--- config.mk ---
export PLATFORM = sky130hd
export DESIGN_NAME = fpu_addsub
export DESIGN_NICKNAME = d
export VERILOG_FILES = /design/src/source/fp_format_pkg.sv /design/src/source/fp_ctrl_pkg.sv /design/src/source/align_link_if.sv /design/src/source/exponent_align.sv /design/src/source/align_fifo.sv /design/src/source/mantissa_sum.sv /design/src/source/fpu_addsub.sv
export SDC_FILE = /design/constraint.sdc
export NUM_CORES = 1
export LEC_CHECK = 0
export ABC_AREA = 1
export BUFFER_PORTS_ARGS = -buffer_cell sky130_fd_sc_hd__buf_2
export CAP_MARGIN = 20
export CORE_MARGIN = 5
export CORE_UTILIZATION = 25
export CTS_BUF_LIST = sky130_fd_sc_hd__clkbuf_4 sky130_fd_sc_hd__clkbuf_8
export DETAILED_ROUTE_END_ITERATION = 8
export HOLD_SLACK_MARGIN = 0.03
export PLACE_DENSITY_LB_ADDON = 0.3
export SYNTH_ARGS = -nofsm -noshare
export SYNTH_HDL_FRONTEND = slang
export SYNTH_SLANG_ARGS = --single-unit
--- constraint.sdc ---
create_clock -name f2strob -period 7.3 [get_ports f2strob]
set_clock_uncertainty 0.1 [all_clocks]
set_input_delay 1.095 -clock f2strob [delete_from_list [all_inputs] [get_ports f2strob]]
set_output_delay 1.095 -clock f2strob [all_outputs]
set_load 0.02 [all_outputs]
--- src/source/fp_format_pkg.sv ---
`default_nettype none

package fp_format_pkg;

	// mantissa width, also the alignment distance past which an operand vanishes
	localparam int MANT_W = 40;

	// exponent width
	localparam int EXP_W = 8;

	// two's-complement fraction, bit 0 is the sign
	typedef logic signed [0:MANT_W-1] mant_t;

	// sum register with a guard sign bit in position -1
	typedef logic signed [-1:MANT_W-1] mant_ext_t;

	// two's-complement exponent
	typedef logic signed [EXP_W-1:0] exp_t;

	// exponent difference with the extra sign bit of the adder
	typedef logic signed [EXP_W:0] exp_diff_t;

	// alignment or normalization distance
	typedef logic [5:0] shift_t;

endpackage

`default_nettype wire

--- src/source/fp_ctrl_pkg.sv ---
`default_nettype none

package fp_ctrl_pkg;

	// add or subtract select carried with each operand pair
	typedef enum logic {
		op_add,
		op_sub
	} op_t;

	// mantissa unit sequencing
	// s_fix handles the one-place overflow correction,
	// s_norm loops once per left shift
	typedef enum logic [2:0] {
		s_idle,
		s_add,
		s_fix,
		s_norm,
		s_done
	} sum_state_t;

endpackage

`default_nettype wire

--- src/source/align_link_if.sv ---
`timescale 1ns/10ps
`default_nettype none

interface align_link_if;
	import fp_format_pkg::*;
	import fp_ctrl_pkg::*;

	// strobes
	logic push;
	logic pop;

	// aligned operation fields
	exp_t exp;
	mant_t mant_big;
	mant_t mant_small;
	logic big_is_b;
	op_t op;
	logic far;

	// occupancy levels
	logic full;
	logic empty;

	modport producer (
		output push, exp, mant_big, mant_small, big_is_b, op, far,
		input full
	);

	modport fifo_in (
		input push, exp, mant_big, mant_small, big_is_b, op, far,
		output full
	);

	modport fifo_out (
		input pop,
		output exp, mant_big, mant_small, big_is_b, op, far, empty
	);

	modport consumer (
		output pop,
		input exp, mant_big, mant_small, big_is_b, op, far, empty
	);

endinterface

`default_nettype wire

--- src/source/exponent_align.sv ---
`timescale 1ns/10ps
`default_nettype none

module exponent_align (
	input wire logic f2strob,
	input wire logic reset,
	input wire logic op_strobe,
	input wire logic op_sub,
	input wire fp_format_pkg::exp_t a_exp,
	input wire fp_format_pkg::mant_t a_mant,
	input wire fp_format_pkg::exp_t b_exp,
	input wire fp_format_pkg::mant_t b_mant,
	align_link_if.producer link,
	output logic lost
);
	import fp_format_pkg::*;
	import fp_ctrl_pkg::*;

	exp_diff_t diff;
	exp_diff_t diff_mag;
	logic b_big;
	logic far_c;
	shift_t shift;
	mant_t small_mant;
	mant_t small_aligned;

	// a - b, sign-extended to nine bits so the sign never wraps
	assign diff = {a_exp[EXP_W-1], a_exp} - {b_exp[EXP_W-1], b_exp};

	// negative difference means b has the larger exponent
	assign b_big = diff[EXP_W];

	// magnitude tops out at 255, still positive in nine bits
	assign diff_mag = b_big ? -diff : diff;

	// smaller operand shifted completely out
	assign far_c = diff_mag >= MANT_W;

	// only meaningful when far_c is clear
	assign shift = diff_mag[5:0];

	assign small_mant = b_big ? a_mant : b_mant;

	// arithmetic shift keeps the sign, low bits are simply lost
	assign small_aligned = far_c ? mant_t'(0) : small_mant >>> shift;

	// FIFO drops a push while full, flag it the same cycle
	assign lost = link.push & link.full;

	always_ff @(posedge f2strob) begin
		if (reset) begin
			link.push <= 1'b0;
		end else begin
			link.push <= op_strobe;
		end
	end

	// entry fields, loaded with the strobe
	always_ff @(posedge f2strob) begin
		if (op_strobe) begin
			if (b_big) begin
				link.exp <= b_exp;
				link.mant_big <= b_mant;
			end else begin
				link.exp <= a_exp;
				link.mant_big <= a_mant;
			end
			link.mant_small <= small_aligned;
			link.big_is_b <= b_big;
			link.op <= op_t'(op_sub);
			link.far <= far_c;
		end
	end

endmodule

`default_nettype wire

--- src/source/align_fifo.sv ---
`timescale 1ns/10ps
`default_nettype none

module align_fifo #(
	parameter int FIFO_DEPTH = 4
) (
	input wire logic f2strob,
	input wire logic reset,
	align_link_if.fifo_in wr,
	align_link_if.fifo_out rd
);
	import fp_format_pkg::*;
	import fp_ctrl_pkg::*;

	localparam int PTR_W = $clog2(FIFO_DEPTH);
	localparam int OP_W = $bits(op_t);
	localparam int ENTRY_W = $bits(exp_t) + 2 * $bits(mant_t) + OP_W + 2;
	localparam logic [PTR_W:0] FULL_COUNT = (PTR_W + 1)'(FIFO_DEPTH);

	typedef logic [ENTRY_W-1:0] entry_t;

	entry_t mem [FIFO_DEPTH];
	entry_t head;
	logic [OP_W-1:0] head_op;
	logic [PTR_W-1:0] wr_ptr;
	logic [PTR_W-1:0] rd_ptr;
	logic [PTR_W:0] count;
	logic do_write;
	logic do_read;

	assign wr.full = count == FULL_COUNT;
	assign rd.empty = count == '0;

	assign do_write = wr.push & ~wr.full;
	assign do_read = rd.pop & ~rd.empty;

	// head entry straight out of the array
	assign head = mem[rd_ptr];
	assign {rd.exp, rd.mant_big, rd.mant_small, rd.big_is_b, head_op, rd.far} = head;
	assign rd.op = op_t'(head_op);

	always_ff @(posedge f2strob) begin
		if (do_write) begin
			mem[wr_ptr] <= {wr.exp, wr.mant_big, wr.mant_small, wr.big_is_b, wr.op, wr.far};
		end
	end

	// pointers wrap naturally, depth is a power of two
	always_ff @(posedge f2strob) begin
		if (reset) begin
			wr_ptr <= '0;
			rd_ptr <= '0;
			count <= '0;
		end else begin
			if (do_write) begin
				wr_ptr <= wr_ptr + 1'b1;
			end
			if (do_read) begin
				rd_ptr <= rd_ptr + 1'b1;
			end
			case ({do_write, do_read})
				2'b10: count <= count + 1'b1;
				2'b01: count <= count - 1'b1;
				default: count <= count;
			endcase
		end
	end

endmodule

`default_nettype wire

--- src/source/mantissa_sum.sv ---
`timescale 1ns/10ps
`default_nettype none

module mantissa_sum (
	input wire logic f2strob,
	input wire logic reset,
	align_link_if.consumer link,
	output logic res_strobe,
	output fp_format_pkg::exp_t res_exp,
	output fp_format_pkg::mant_t res_mant,
	output logic res_far,
	output logic z_f,
	output logic m_f,
	output logic v_f
);
	import fp_format_pkg::*;
	import fp_ctrl_pkg::*;

	// working exponent, two spare bits catch overflow both ways
	typedef logic signed [EXP_W+1:0] exp_track_t;

	sum_state_t state;
	mant_ext_t a_ext;
	mant_ext_t b_ext;
	mant_ext_t acc;
	exp_track_t exp_track;
	op_t op_r;
	logic far_r;
	logic acc_zero;
	logic acc_ovf;
	logic acc_denorm;

	// take the next entry only when idle
	assign link.pop = (state == s_idle) && !link.empty;

	assign acc_zero = acc == '0;

	// guard bit disagrees with the sign bit
	assign acc_ovf = acc[-1] != acc[0];

	// sign repeated in bit 1, one more left shift possible
	assign acc_denorm = !acc_zero && (acc[0] == acc[1]);

	always_ff @(posedge f2strob) begin
		if (reset) begin
			state <= s_idle;
			res_strobe <= 1'b0;
		end else begin
			res_strobe <= state == s_done;
			case (state)
				s_idle: begin
					if (link.pop) begin
						state <= s_add;
					end
				end
				s_add: state <= s_fix;
				s_fix: state <= s_norm;
				s_norm: begin
					if (!acc_denorm) begin
						state <= s_done;
					end
				end
				s_done: state <= s_idle;
				default: state <= s_idle;
			endcase
		end
	end

	always_ff @(posedge f2strob) begin
		case (state)
			s_idle: begin
				if (link.pop) begin
					// put the operands back in a, b order for a - b
					if (link.big_is_b) begin
						a_ext <= {link.mant_small[0], link.mant_small};
						b_ext <= {link.mant_big[0], link.mant_big};
					end else begin
						a_ext <= {link.mant_big[0], link.mant_big};
						b_ext <= {link.mant_small[0], link.mant_small};
					end
					exp_track <= {{2{link.exp[EXP_W-1]}}, link.exp};
					op_r <= link.op;
					far_r <= link.far;
				end
			end
			s_add: begin
				if (op_r == op_sub) begin
					acc <= a_ext - b_ext;
				end else begin
					acc <= a_ext + b_ext;
				end
			end
			s_fix: begin
				// one right shift brings the guard back into range
				if (acc_ovf) begin
					acc <= acc >>> 1;
					exp_track <= exp_track + 1'b1;
				end
			end
			s_norm: begin
				if (acc_denorm) begin
					acc <= acc <<< 1;
					exp_track <= exp_track - 1'b1;
				end
			end
			s_done: begin
				res_mant <= acc[0:MANT_W-1];
				res_far <= far_r;
				m_f <= acc[0];
				z_f <= acc_zero;
				if (acc_zero) begin
					// zero result carries a clean exponent
					res_exp <= '0;
					v_f <= 1'b0;
				end else begin
					// wraps modulo 256
					res_exp <= exp_track[EXP_W-1:0];
					v_f <= exp_track[EXP_W+1:EXP_W-1] != {3{exp_track[EXP_W+1]}};
				end
			end
			default: begin
				acc <= acc;
			end
		endcase
	end

endmodule

`default_nettype wire

--- src/source/fpu_addsub.sv ---
`timescale 1ns/10ps
`default_nettype none

module fpu_addsub #(
	parameter int FIFO_DEPTH = 4
) (
	input wire logic f2strob,
	input wire logic reset,
	input wire logic op_strobe,
	input wire logic op_sub,
	input wire fp_format_pkg::exp_t a_exp,
	input wire fp_format_pkg::mant_t a_mant,
	input wire fp_format_pkg::exp_t b_exp,
	input wire fp_format_pkg::mant_t b_mant,
	output logic full,
	output logic lost,
	output logic res_strobe,
	output fp_format_pkg::exp_t res_exp,
	output fp_format_pkg::mant_t res_mant,
	output logic res_far,
	output logic z_f,
	output logic m_f,
	output logic v_f
);

	// exponent unit to FIFO
	align_link_if link_in ();

	// FIFO to mantissa unit
	align_link_if link_out ();

	exponent_align exponent_align_inst (
		.f2strob (f2strob),
		.reset (reset),
		.op_strobe (op_strobe),
		.op_sub (op_sub),
		.a_exp (a_exp),
		.a_mant (a_mant),
		.b_exp (b_exp),
		.b_mant (b_mant),
		.link (link_in.producer),
		.lost (lost)
	);

	align_fifo #(
		.FIFO_DEPTH (FIFO_DEPTH)
	) align_fifo_inst (
		.f2strob (f2strob),
		.reset (reset),
		.wr (link_in.fifo_in),
		.rd (link_out.fifo_out)
	);

	mantissa_sum mantissa_sum_inst (
		.f2strob (f2strob),
		.reset (reset),
		.link (link_out.consumer),
		.res_strobe (res_strobe),
		.res_exp (res_exp),
		.res_mant (res_mant),
		.res_far (res_far),
		.z_f (z_f),
		.m_f (m_f),
		.v_f (v_f)
	);

	// source watches this before strobing
	assign full = link_in.full;

endmodule

`default_nettype wire

==> impl_metrics.tcl, run 1 <==
set metrics [dict create \
    status "completed" \
    required_ps 7660 \
    design_area_um2 37700 \
    cts.reportedPaths.clkPinSlew_ps 70 \
    crit_chain "buf_2 -> inv_1 -> ha_2 -> inv_1 -> fa_1 -> nand2_1 -> nand2_1 -> nand3_2 -> nand2_2 -> nand2_2 -> nand2_4 -> nand2_1 -> o21ai_2 -> buf_4 -> inv_2 -> nand2_1 -> nand3_1 -> nand2_1 -> nand2_1 -> nand2_1 -> nand2_1 -> nand2_1" \
    synth.top_cells.by_count "639 x edfxtp_1, 572 x nand2_1, 464 x nand3_1, 388 x nor2_1, 321 x o21ai_0" \
    start_util 0.251 \
    ir_drop_v 0.000213 \
    cts_made_buffers 103 \
    clk_path_buf_depth 3 \
    die_area_um2 139000 \
    synth_area_um2 33000 \
    placement_rows 133 \
    cp_common_cell "nand2_1" \
    root_buffer "clkbuf_8" \
    grt_pass1_vias 23800 \
    nFillCells 14000 \
    min_path_type "register to register" \
    yosys.area.top_type "edfxtp_1" \
    ios 155 \
    crit_type "primary input to register" \
    power-per-cell-area_nw_per_um2 468 \
    grt_pass1_wl_um 148000 \
    grt_max_degree 109 \
    dr.pass1.iters 6 \
    cp_data_arrival_time_ps 5490 \
    rsz0062_at_grt "no" \
    netlist.area_leader.share 0.581 \
    place_area_um2 35700 \
    viasPerCell 4.64 \
    synth-main-ff-cell "edfxtp_1" \
    grtUsageTotal 0.135 \
    cts_resized 0 \
    die_h_um 373 \
    clkLatencyLatePin_ps 730 \
    report.final.setup_viol 0 \
    place_congestion 0.894 \
    crit_family "simple AND/OR/NAND/NOR gates" \
    htreeDepth 3 \
    yosysMostFrequentCell "edfxtp_1" \
    crit_path_end_kind "register" \
    syn-num-nets 3606 \
    post-dp-hpwl_um 70800 \
    synthArstFlopShare 0 \
    fin_setup_tns_ps 0 \
    path_buf_inv 5 \
    critPathLaunchType "primary input" \
    cts_sinks 653 \
    place_ws_ps 1480 \
    cap_violations 0 \
    final_antenna_net_count 0 \
    worst_slew_pin_slew_ps 1020 \
    synth_edf_count 639 \
    antenna_found_initial 4 \
    synth_area_per_cell_um2 9.61 \
    grt-ovfl-total 0 \
    dp_cells 5216 \
    ys_seq_elements 653 \
    cts_tree "built" \
    fin_cells 5408 \
    io_buffers 154 \
    ys_types 55 \
    chipWidth_um 373 \
    area_delta_synth_final_pct 14.2 \
    yosysWarnings 0 \
    slowest_stage "inv_2" \
    max_slew_margin 0.310 \
    vias 25100 \
    final_max_slew_viol_count 0 \
    drtIter0Drc 2176 \
    drive_gt1_frac 0.114 \
    wl_per_cell_um 18.1 \
    postCtsHoldBufs 0 \
    leakagePower_uw 0.0144 \
    fin_crit_ps 5130 \
    hold_viol 0 \
    max_freq_mhz 195 \
    yosysSeqAreaShare 0.589 \
    path_max_fanout 68 \
    routed_wirelength_um 98100 \
    syn_inst 3438 \
    drc 0 \
    fin_ws_ps 2170 \
    max_stage_delay_ps 660 \
    nets 3734 \
    post_cts_buffers 0 \
    hold-worst-slack_ps 354 \
    coreArea_um2 131000 \
    fin_crit_sh 0.703 \
    synth_area_leaders "edfxtp_1 58%, nand3_1 7.0%, nand2_1 6.5%" \
]
[where the power goes]
part / switching, uW / leakage, uW / internal, uW
sequential: 525 / 0.00601 / 5400
combinational: 5980 / 0.00734 / 2670
clock: 1470 / 0.00108 / 1600
[registers in the layout, summed over array words and instances (netlist names), 2 cells and up, named ones only]
name,count
mantissa_sum_inst.exp_track,10
mantissa_sum_inst.res_exp,8
mantissa_sum_inst.res_mant,39
align_fifo_inst.wr_ptr,2
exponent_align_inst.link.mant_small,40
mantissa_sum_inst.state,3
exponent_align_inst.link.mant_big,40
exponent_align_inst.link.exp,8
mantissa_sum_inst.b_ext,40
align_fifo_inst.mem,364
align_fifo_inst.count,3
mantissa_sum_inst.acc,41
mantissa_sum_inst.a_ext,40
align_fifo_inst.rd_ptr,2
[kinds of logic after synthesis]
logic type | count (synthesis) | synth area share
flip-flops | 653 | 0.589
buffers and inverters | 490 | 0.0576
AO/OA/AOI/OAI | 639 | 0.109
XOR/XNOR | 64 | 0.0194
adder cells (fa/ha/maj) | 68 | 0.0267
AND/OR/NAND/NOR | 1524 | 0.198
[placed cells by master (no fill, tap or decap), types with 24 or more instances in the layout]
| cell | n |
|---|---|
| edfxtp_1 | 639 |
| nand2_1 | 572 |
| nand3_1 | 464 |
| nor2_1 | 381 |
| o21ai_0 | 321 |
| inv_1 | 306 |
| buf_2 | 153 |
| a21oi_1 | 128 |
| clkbuf_8 | 106 |
| o22ai_1 | 95 |
| ha_1 | 63 |
| buf_4 | 35 |
| xor2_1 | 34 |
| nor3_1 | 32 |
| clkbuf_4 | 32 |
| clkinv_1 | 31 |
| o221ai_1 | 29 |
| xnor2_1 | 24 |
[final timing paths]
path                            slack [ps]                   startpoint                                      end  depth (start not counted)
worst min-delay path                   350    mantissa_sum_inst.acc[15]           mantissa_sum_inst.res_mant[15]                          0
worst max register to register        2210  mantissa_sum_inst.b_ext[10]                mantissa_sum_inst.acc[35]                         15
worst max-delay path                  2170                     a_exp[0]  exponent_align_inst.link.mant_small[18]                         22
worst min register to register         350    mantissa_sum_inst.acc[15]           mantissa_sum_inst.res_mant[15]                          0
[area by class of cell]
type | instances | area (um^2) | area share
inverter | 323 | 1220 | 0.0323
antenna | 3 | 7.51 | 0.000199
clock inverter | 51 | 332 | 0.00879
clock buffer | 138 | 1700 | 0.0450
tap | 1755 | 2200 | 0.0582
timing repair buffer | 190 | 1080 | 0.0285
sequential | 653 | 19500 | 0.516
multi-input combinational | 2295 | 11700 | 0.311
[through the flow]
step           total power, uW   util
5_1_grt                  19000  0.287
2_1_floorplan            11700      -
3_3_place_gp             14500  0.271
6_report                 17600  0.287
3_5_place_dp             14600  0.272
4_1_cts                  17700  0.287
[layer usage]
metal | part of all wire | wire length, um | vias to the layer above | global-route usage
met3 | 0.051 | 5010 | 132 | 0.0215
li1 | - | - | 12300 | -
met1 | 0.48 | 47400 | 12000 | 0.199
met4 | 0.021 | 2050 | 0 | 0.0303
met2 | 0.44 | 43600 | 674 | 0.209
met5 | 0 | 0 | - | 0
(Power assumes the default switching activity.)
==> run 2, diff against run 1 <==
==> constraint.sdc (replaced) <==
create_clock -name f2strob -period 5.2 [get_ports f2strob]
set_clock_uncertainty 0.1 [all_clocks]
set_input_delay 0.78 -clock f2strob [delete_from_list [all_inputs] [get_ports f2strob]]
set_output_delay 0.78 -clock f2strob [all_outputs]
set_load 0.02 [all_outputs]
==> run 2 against run 1 <==
Net effect:
- critical path depth down 1
- core utilization is 0.20 points higher
- clock power is 42% higher
- power rose by 42%
==> impl_metrics.tcl, run 2 (synthesized netlist as in run 1, its figures left out) <==
set metrics [dict create \
    largestRegisters "align_fifo_inst.mem x364, mantissa_sum_inst.acc x41" \
    routed_wirelength_um 100000 \
    cts_sinks 653 \
    cp_common_cell "nand2_1" \
    final_max_slew_viol_count 0 \
    internal-power_uw 13700 \
    grtUsageTotal 0.140 \
    crit_family "simple AND/OR/NAND/NOR gates" \
    postCtsHoldBufs 0 \
    path_buf_inv 1 \
    combPwrFrac 0.495 \
    seqPwrFrac 0.331 \
    io_buffers 154 \
    slowest_stage "edfxtp_1" \
    antenna_found_initial 2 \
    report.final.setup_viol 0 \
    grt_pass1_vias 24600 \
    post-dp-hpwl_um 72000 \
    root_buffer "clkbuf_8" \
    nets 3749 \
    place_congestion 0.898 \
    grt-ovfl-total 0 \
    rsz0062_at_grt "no" \
    drive_gt1_frac 0.117 \
    grt_max_degree 139 \
    cts_tree "built" \
    die_area_um2 139000 \
    final_common_cell "edfxtp_1" \
    power-per-cell-area_nw_per_um2 662 \
    drtIter0Drc 2307 \
    place_area_um2 35900 \
    viasPerCell 4.68 \
    drc 0 \
    coreArea_um2 131000 \
    fin_setup_tns_ps 0 \
    die_h_um 373 \
    max_stage_delay_ps 380 \
    grt_pass1_wl_um 153000 \
    swShare 0.454 \
    nFillCells 13900 \
    min_path_type "primary input to register" \
    wl_per_cell_um 18.5 \
    crit_type "register to register" \
    clkLatencyLatePin_ps 750 \
    largest_register_ffs 364 \
    max_slew_margin 0.339 \
    leakagePower_uw 0.0145 \
    worst_slew_pin_slew_ps 989 \
    max_freq_mhz 216 \
    hold_viol 0 \
    fin_crit_sh 0.889 \
    regMostFlops "align_fifo_inst.mem" \
    status "completed" \
    clk_path_buf_depth 3 \
    hold-worst-slack_ps 146 \
    area_delta_synth_final_pct 15.0 \
    cp_data_arrival_time_ps 4990 \
    layout_common_cells "639 x edfxtp_1, 572 x nand2_1, 463 x nand3_1, 381 x nor2_1, 321 x o21ai_0" \
    cts_made_buffers 105 \
    final_antenna_net_count 0 \
    vias 25300 \
    cts.reportedPaths.clkPinSlew_ps 70 \
    ir_drop_v 0.000352 \
    crit_chain "inv_1 -> nand2_1 -> nor3_1 -> nand3_1 -> nor3_4 -> nand3_2 -> o21ai_1 -> o21ai_0 -> nor2_1 -> o21ai_1 -> xnor2_1 -> ha_1 -> nand2_1 -> nor2_1 -> nand2_1 -> nor3_1 -> nand4_1 -> nand3_1 -> nand2_1 -> nand3_1 -> o221ai_1" \
    htreeDepth 3 \
    placement_rows 133 \
    chipWidth_um 373 \
    dr.pass1.iters 6 \
    design_area_um2 38000 \
    path_max_fanout 7 \
    critPathLaunchType "register" \
    fin_crit_ps 4620 \
    start_util 0.251 \
    ios 155 \
    crit_path_end_kind "register" \
    switchingPower_uw 11400 \
    clkPwrFrac 0.174 \
    cap_violations 0 \
    required_ps 5570 \
]
run 2: power groups by stage:
stage | Clock, uW | Sequential [uW] | Combinational, uW
2_1_floorplan | 0 | 8080 | 8390
3_3_place_gp | 0 | 8440 | 12300
3_5_place_dp | 0 | 8450 | 12300
4_1_cts | 4510 | 8340 | 12400
5_1_grt | 4770 | 8460 | 13900
6_report | 4370 | 8330 | 12400
run 2: timing repair:
item                       in CTS  in global routing
setup endpoints to repair       0                  6
setup buffers                   0                  0
resized for setup               0                  2
run 2: layer usage:
layer / track usage / part of all wire
met1: 0.204 / 0.48
met2: 0.214 / 0.44
met3: 0.0236 / 0.052
met4: 0.0375 / 0.024
met5: 0 / 0
run 2: final cells by class:
cell class	count	area, um^2	area share
inverter	323	1210	0.0320
clock buffer	145	1760	0.0463
multi-input combinational	2295	11700	0.309
clock inverter	38	300	0.00790
timing repair buffer	203	1300	0.0342
tap	1755	2200	0.0578
antenna	2	5.00	0.000132
sequential	653	19500	0.513
run 2: through the flow:
stage	instances	worst slack, ps	utilization	power [uW]
finish	5414	580	0.289	25100
floorplan	3438	-99.9	-	16500
global placement	5226	346	0.273	20800
CTS	5410	311	0.288	25200
detailed placement	5227	334	0.273	20800
global route	5414	49.3	0.289	27100
run 2: worst paths after layout:
check | from | endpoint | slack (ps) | cells after the start
worst min register to register | mantissa_sum_inst.acc[24] | mantissa_sum_inst.res_mant[24] | 340 | 0
worst max register to register | mantissa_sum_inst.b_ext[4] | mantissa_sum_inst.acc[39] | 580 | 21
worst max-delay path | mantissa_sum_inst.b_ext[4] | mantissa_sum_inst.acc[39] | 580 | 21
worst min-delay path | op_sub | exponent_align_inst.link.op | 150 | 1
==> run 3, diff against run 2 <==
--- a/config.mk
+++ b/config.mk
@@ -10,7 +10,6 @@
 export CAP_MARGIN = 20
 export CORE_MARGIN = 5
 export CORE_UTILIZATION = 25
-export CTS_BUF_LIST = sky130_fd_sc_hd__clkbuf_4 sky130_fd_sc_hd__clkbuf_8
 export DETAILED_ROUTE_END_ITERATION = 8
 export HOLD_SLACK_MARGIN = 0.03
 export PLACE_DENSITY_LB_ADDON = 0.3
==> run 3 against run 2 <==
Net effect:
- worst hold slack improved by 100 ps
- register-to-register slack got worse by 30 ps
- clock power is 19% higher
- via count is 0.62% lower
- maximum frequency fell by 0.66%
- power grew 3.2%
- setup slack lost 31 ps
- design area is 0.97% higher
- combinational power about the same
- critical endpoint unchanged
- largest cell class unchanged
- highest routed layer unchanged
==> impl_metrics.tcl, run 3 (synthesized netlist as in run 1, its figures left out) <==
set metrics [dict create \
    crit_path_end_kind "register" \
    grtUsageTotal 0.139 \
    final_max_slew_viol_count 0 \
    root_buffer "clkbuf_16" \
    max_slew_margin 0.346 \
    finalPower_uw 25900 \
    io_buffers 154 \
    cts_tree "built" \
    min_path_type "primary input to register" \
    grt_max_degree 139 \
    ir_drop_v 0.000319 \
    htreeDepth 3 \
    worst_slew_pin_slew_ps 978 \
    fin_crit_sh 0.894 \
    nets 3717 \
    crit_type "register to register" \
    routed_wirelength_um 99800 \
    r2r-end "mantissa_sum_inst.acc[39]" \
    cts_sinks 653 \
    r2r_cells 21 \
    r2r_slack_ps 550 \
    place_congestion 0.898 \
    die_h_um 373 \
    power-per-cell-area_nw_per_um2 676 \
    final_common_cell "edfxtp_1" \
    path_max_fanout 5 \
    wl_per_cell_um 18.6 \
    status "completed" \
    chipWidth_um 373 \
    final_antenna_net_count 0 \
    coreArea_um2 131000 \
    max_freq_mhz 215 \
    critPathLaunch "mantissa_sum_inst.b_ext[4]" \
    area_delta_synth_final_pct 16.1 \
    layout_common_cells "639 x edfxtp_1, 572 x nand2_1, 464 x nand3_1, 381 x nor2_1, 321 x o21ai_0" \
    fin_crit_ps 4650 \
    placement_rows 133 \
    critPathLaunchType "register" \
    vias 25200 \
    postCtsHoldBufs 0 \
    cap_violations 0 \
    viasPerCell 4.69 \
    hold_viol 0 \
    report.final.setup_viol 0 \
    cts.reportedPaths.clkPinSlew_ps 60 \
    start_util 0.251 \
    leakagePower_uw 0.0146 \
    drc 0 \
    regMostFlops "align_fifo_inst.mem" \
    ios 155 \
    cts_made_buffers 71 \
    antenna_found_initial 1 \
    drtIter0Drc 2264 \
    grt_pass1_wl_um 153000 \
    hold-worst-slack_ps 250 \
    required_ps 5450 \
    dr.pass1.iters 7 \
    clk_path_buf_depth 3 \
    cp_data_arrival_time_ps 4900 \
    rr_startpoint "mantissa_sum_inst.b_ext[4]" \
    drive_gt1_frac 0.103 \
    clkLatencyLatePin_ps 630 \
    grt-ovfl-total 0 \
    die_area_um2 139000 \
    grt_pass1_vias 24300 \
    rsz0062_at_grt "no" \
    endpoint "mantissa_sum_inst.acc[39]" \
    largest_register_ffs 364 \
    largestRegisters "align_fifo_inst.mem x364, mantissa_sum_inst.acc x41" \
    post-dp-hpwl_um 72000 \
]
==> run 3: cell types whose count changed in the layout (fill, tap and decap cells not counted), moves of 7 or more <==
cell       change
clkbuf_1      +16
clkbuf_16     +72
bufinv_16      +7
clkbuf_4      -38
clkbuf_8     -104
clkinv_1       -8
==> run 3: final cells by class <==
type,instances,area (um^2)
Timing Repair Buffer,205,1320
Multi-Input combinational cell,2295,11700
Clock buffer,91,1900
Tap cell,1755,2200
Clock inverter,39,503
Sequential cell,653,19500
Antenna cell,2,5.00
Inverter,323,1210
Fill cell,13900,93100
==> run 3: where the power goes <==
group	internal (uW)	leakage [uW]	switching, uW
clock	3030	0.00117	2150
combinational	3880	0.00747	8560
sequential	7570	0.00601	763
==> run 3: routing by layer <==
layer / vias to the layer above / track usage / part of all wire
met5: - / 0 / 0
met4: 0 / 0.0332 / 0.024
met3: 151 / 0.0227 / 0.053
met2: 688 / 0.215 / 0.44
met1: 12000 / 0.205 / 0.48
li1: 12300 / - / -
==> run 3: metrics by stage <==
step           utilization  cell area (um^2)  TNS [ps]  worst slack (ps)  instances
2_1_floorplan            -             33000    -36370             -99.9       3438
3_3_place_gp         0.273             35800         0               346       5226
3_5_place_dp         0.273             35900         0               334       5227
4_1_cts              0.291             38300         0               292       5357
5_1_grt              0.292             38400         0              36.3       5362
6_report             0.292             38400         0               549       5363
==> run 3: critical path, stage by stage, from the launching register on <==
cell and delay [ps]:
edfxtp_1 380, inv_1 100, nand2_1 70, nor3_1 180
nand3_1 200, nor3_4 330, nand3_1 270, o21ai_2 230
o21ai_0 160, nor2_1 250, o21ai_1 120, xnor2_1 170
ha_1 370, nand2_1 100, nor2_1 260, nand2_1 150
nor3_1 290, nand4_1 240, nand3_1 140, nand2_1 50
nand3_1 90, o221ai_1 110
==> run 3: timing repair <==
item / in CTS / in global routing
buffers inserted: 0 / 2
resized for setup: 0 / 2
endpoints found under the setup margin: 0 / 7
==> run 3: how the worst min path moves through the flow <==
| stage | start | end | slack [ps] | depth (start not counted) |
|---|---|---|---|---|
| after CTS | op_sub | exponent_align_inst.link.op | 210 | 1 |
| after global placement | mantissa_sum_inst.acc[23] | mantissa_sum_inst.res_mant[23] | 340 | 0 |
| after global routing | op_sub | exponent_align_inst.link.op | 210 | 1 |
| after floorplan | mantissa_sum_inst.far_r | mantissa_sum_inst.res_far | 300 | 0 |
| final | op_sub | exponent_align_inst.link.op | 250 | 1 |
| after detailed placement | mantissa_sum_inst.acc[23] | mantissa_sum_inst.res_mant[23] | 340 | 0 |
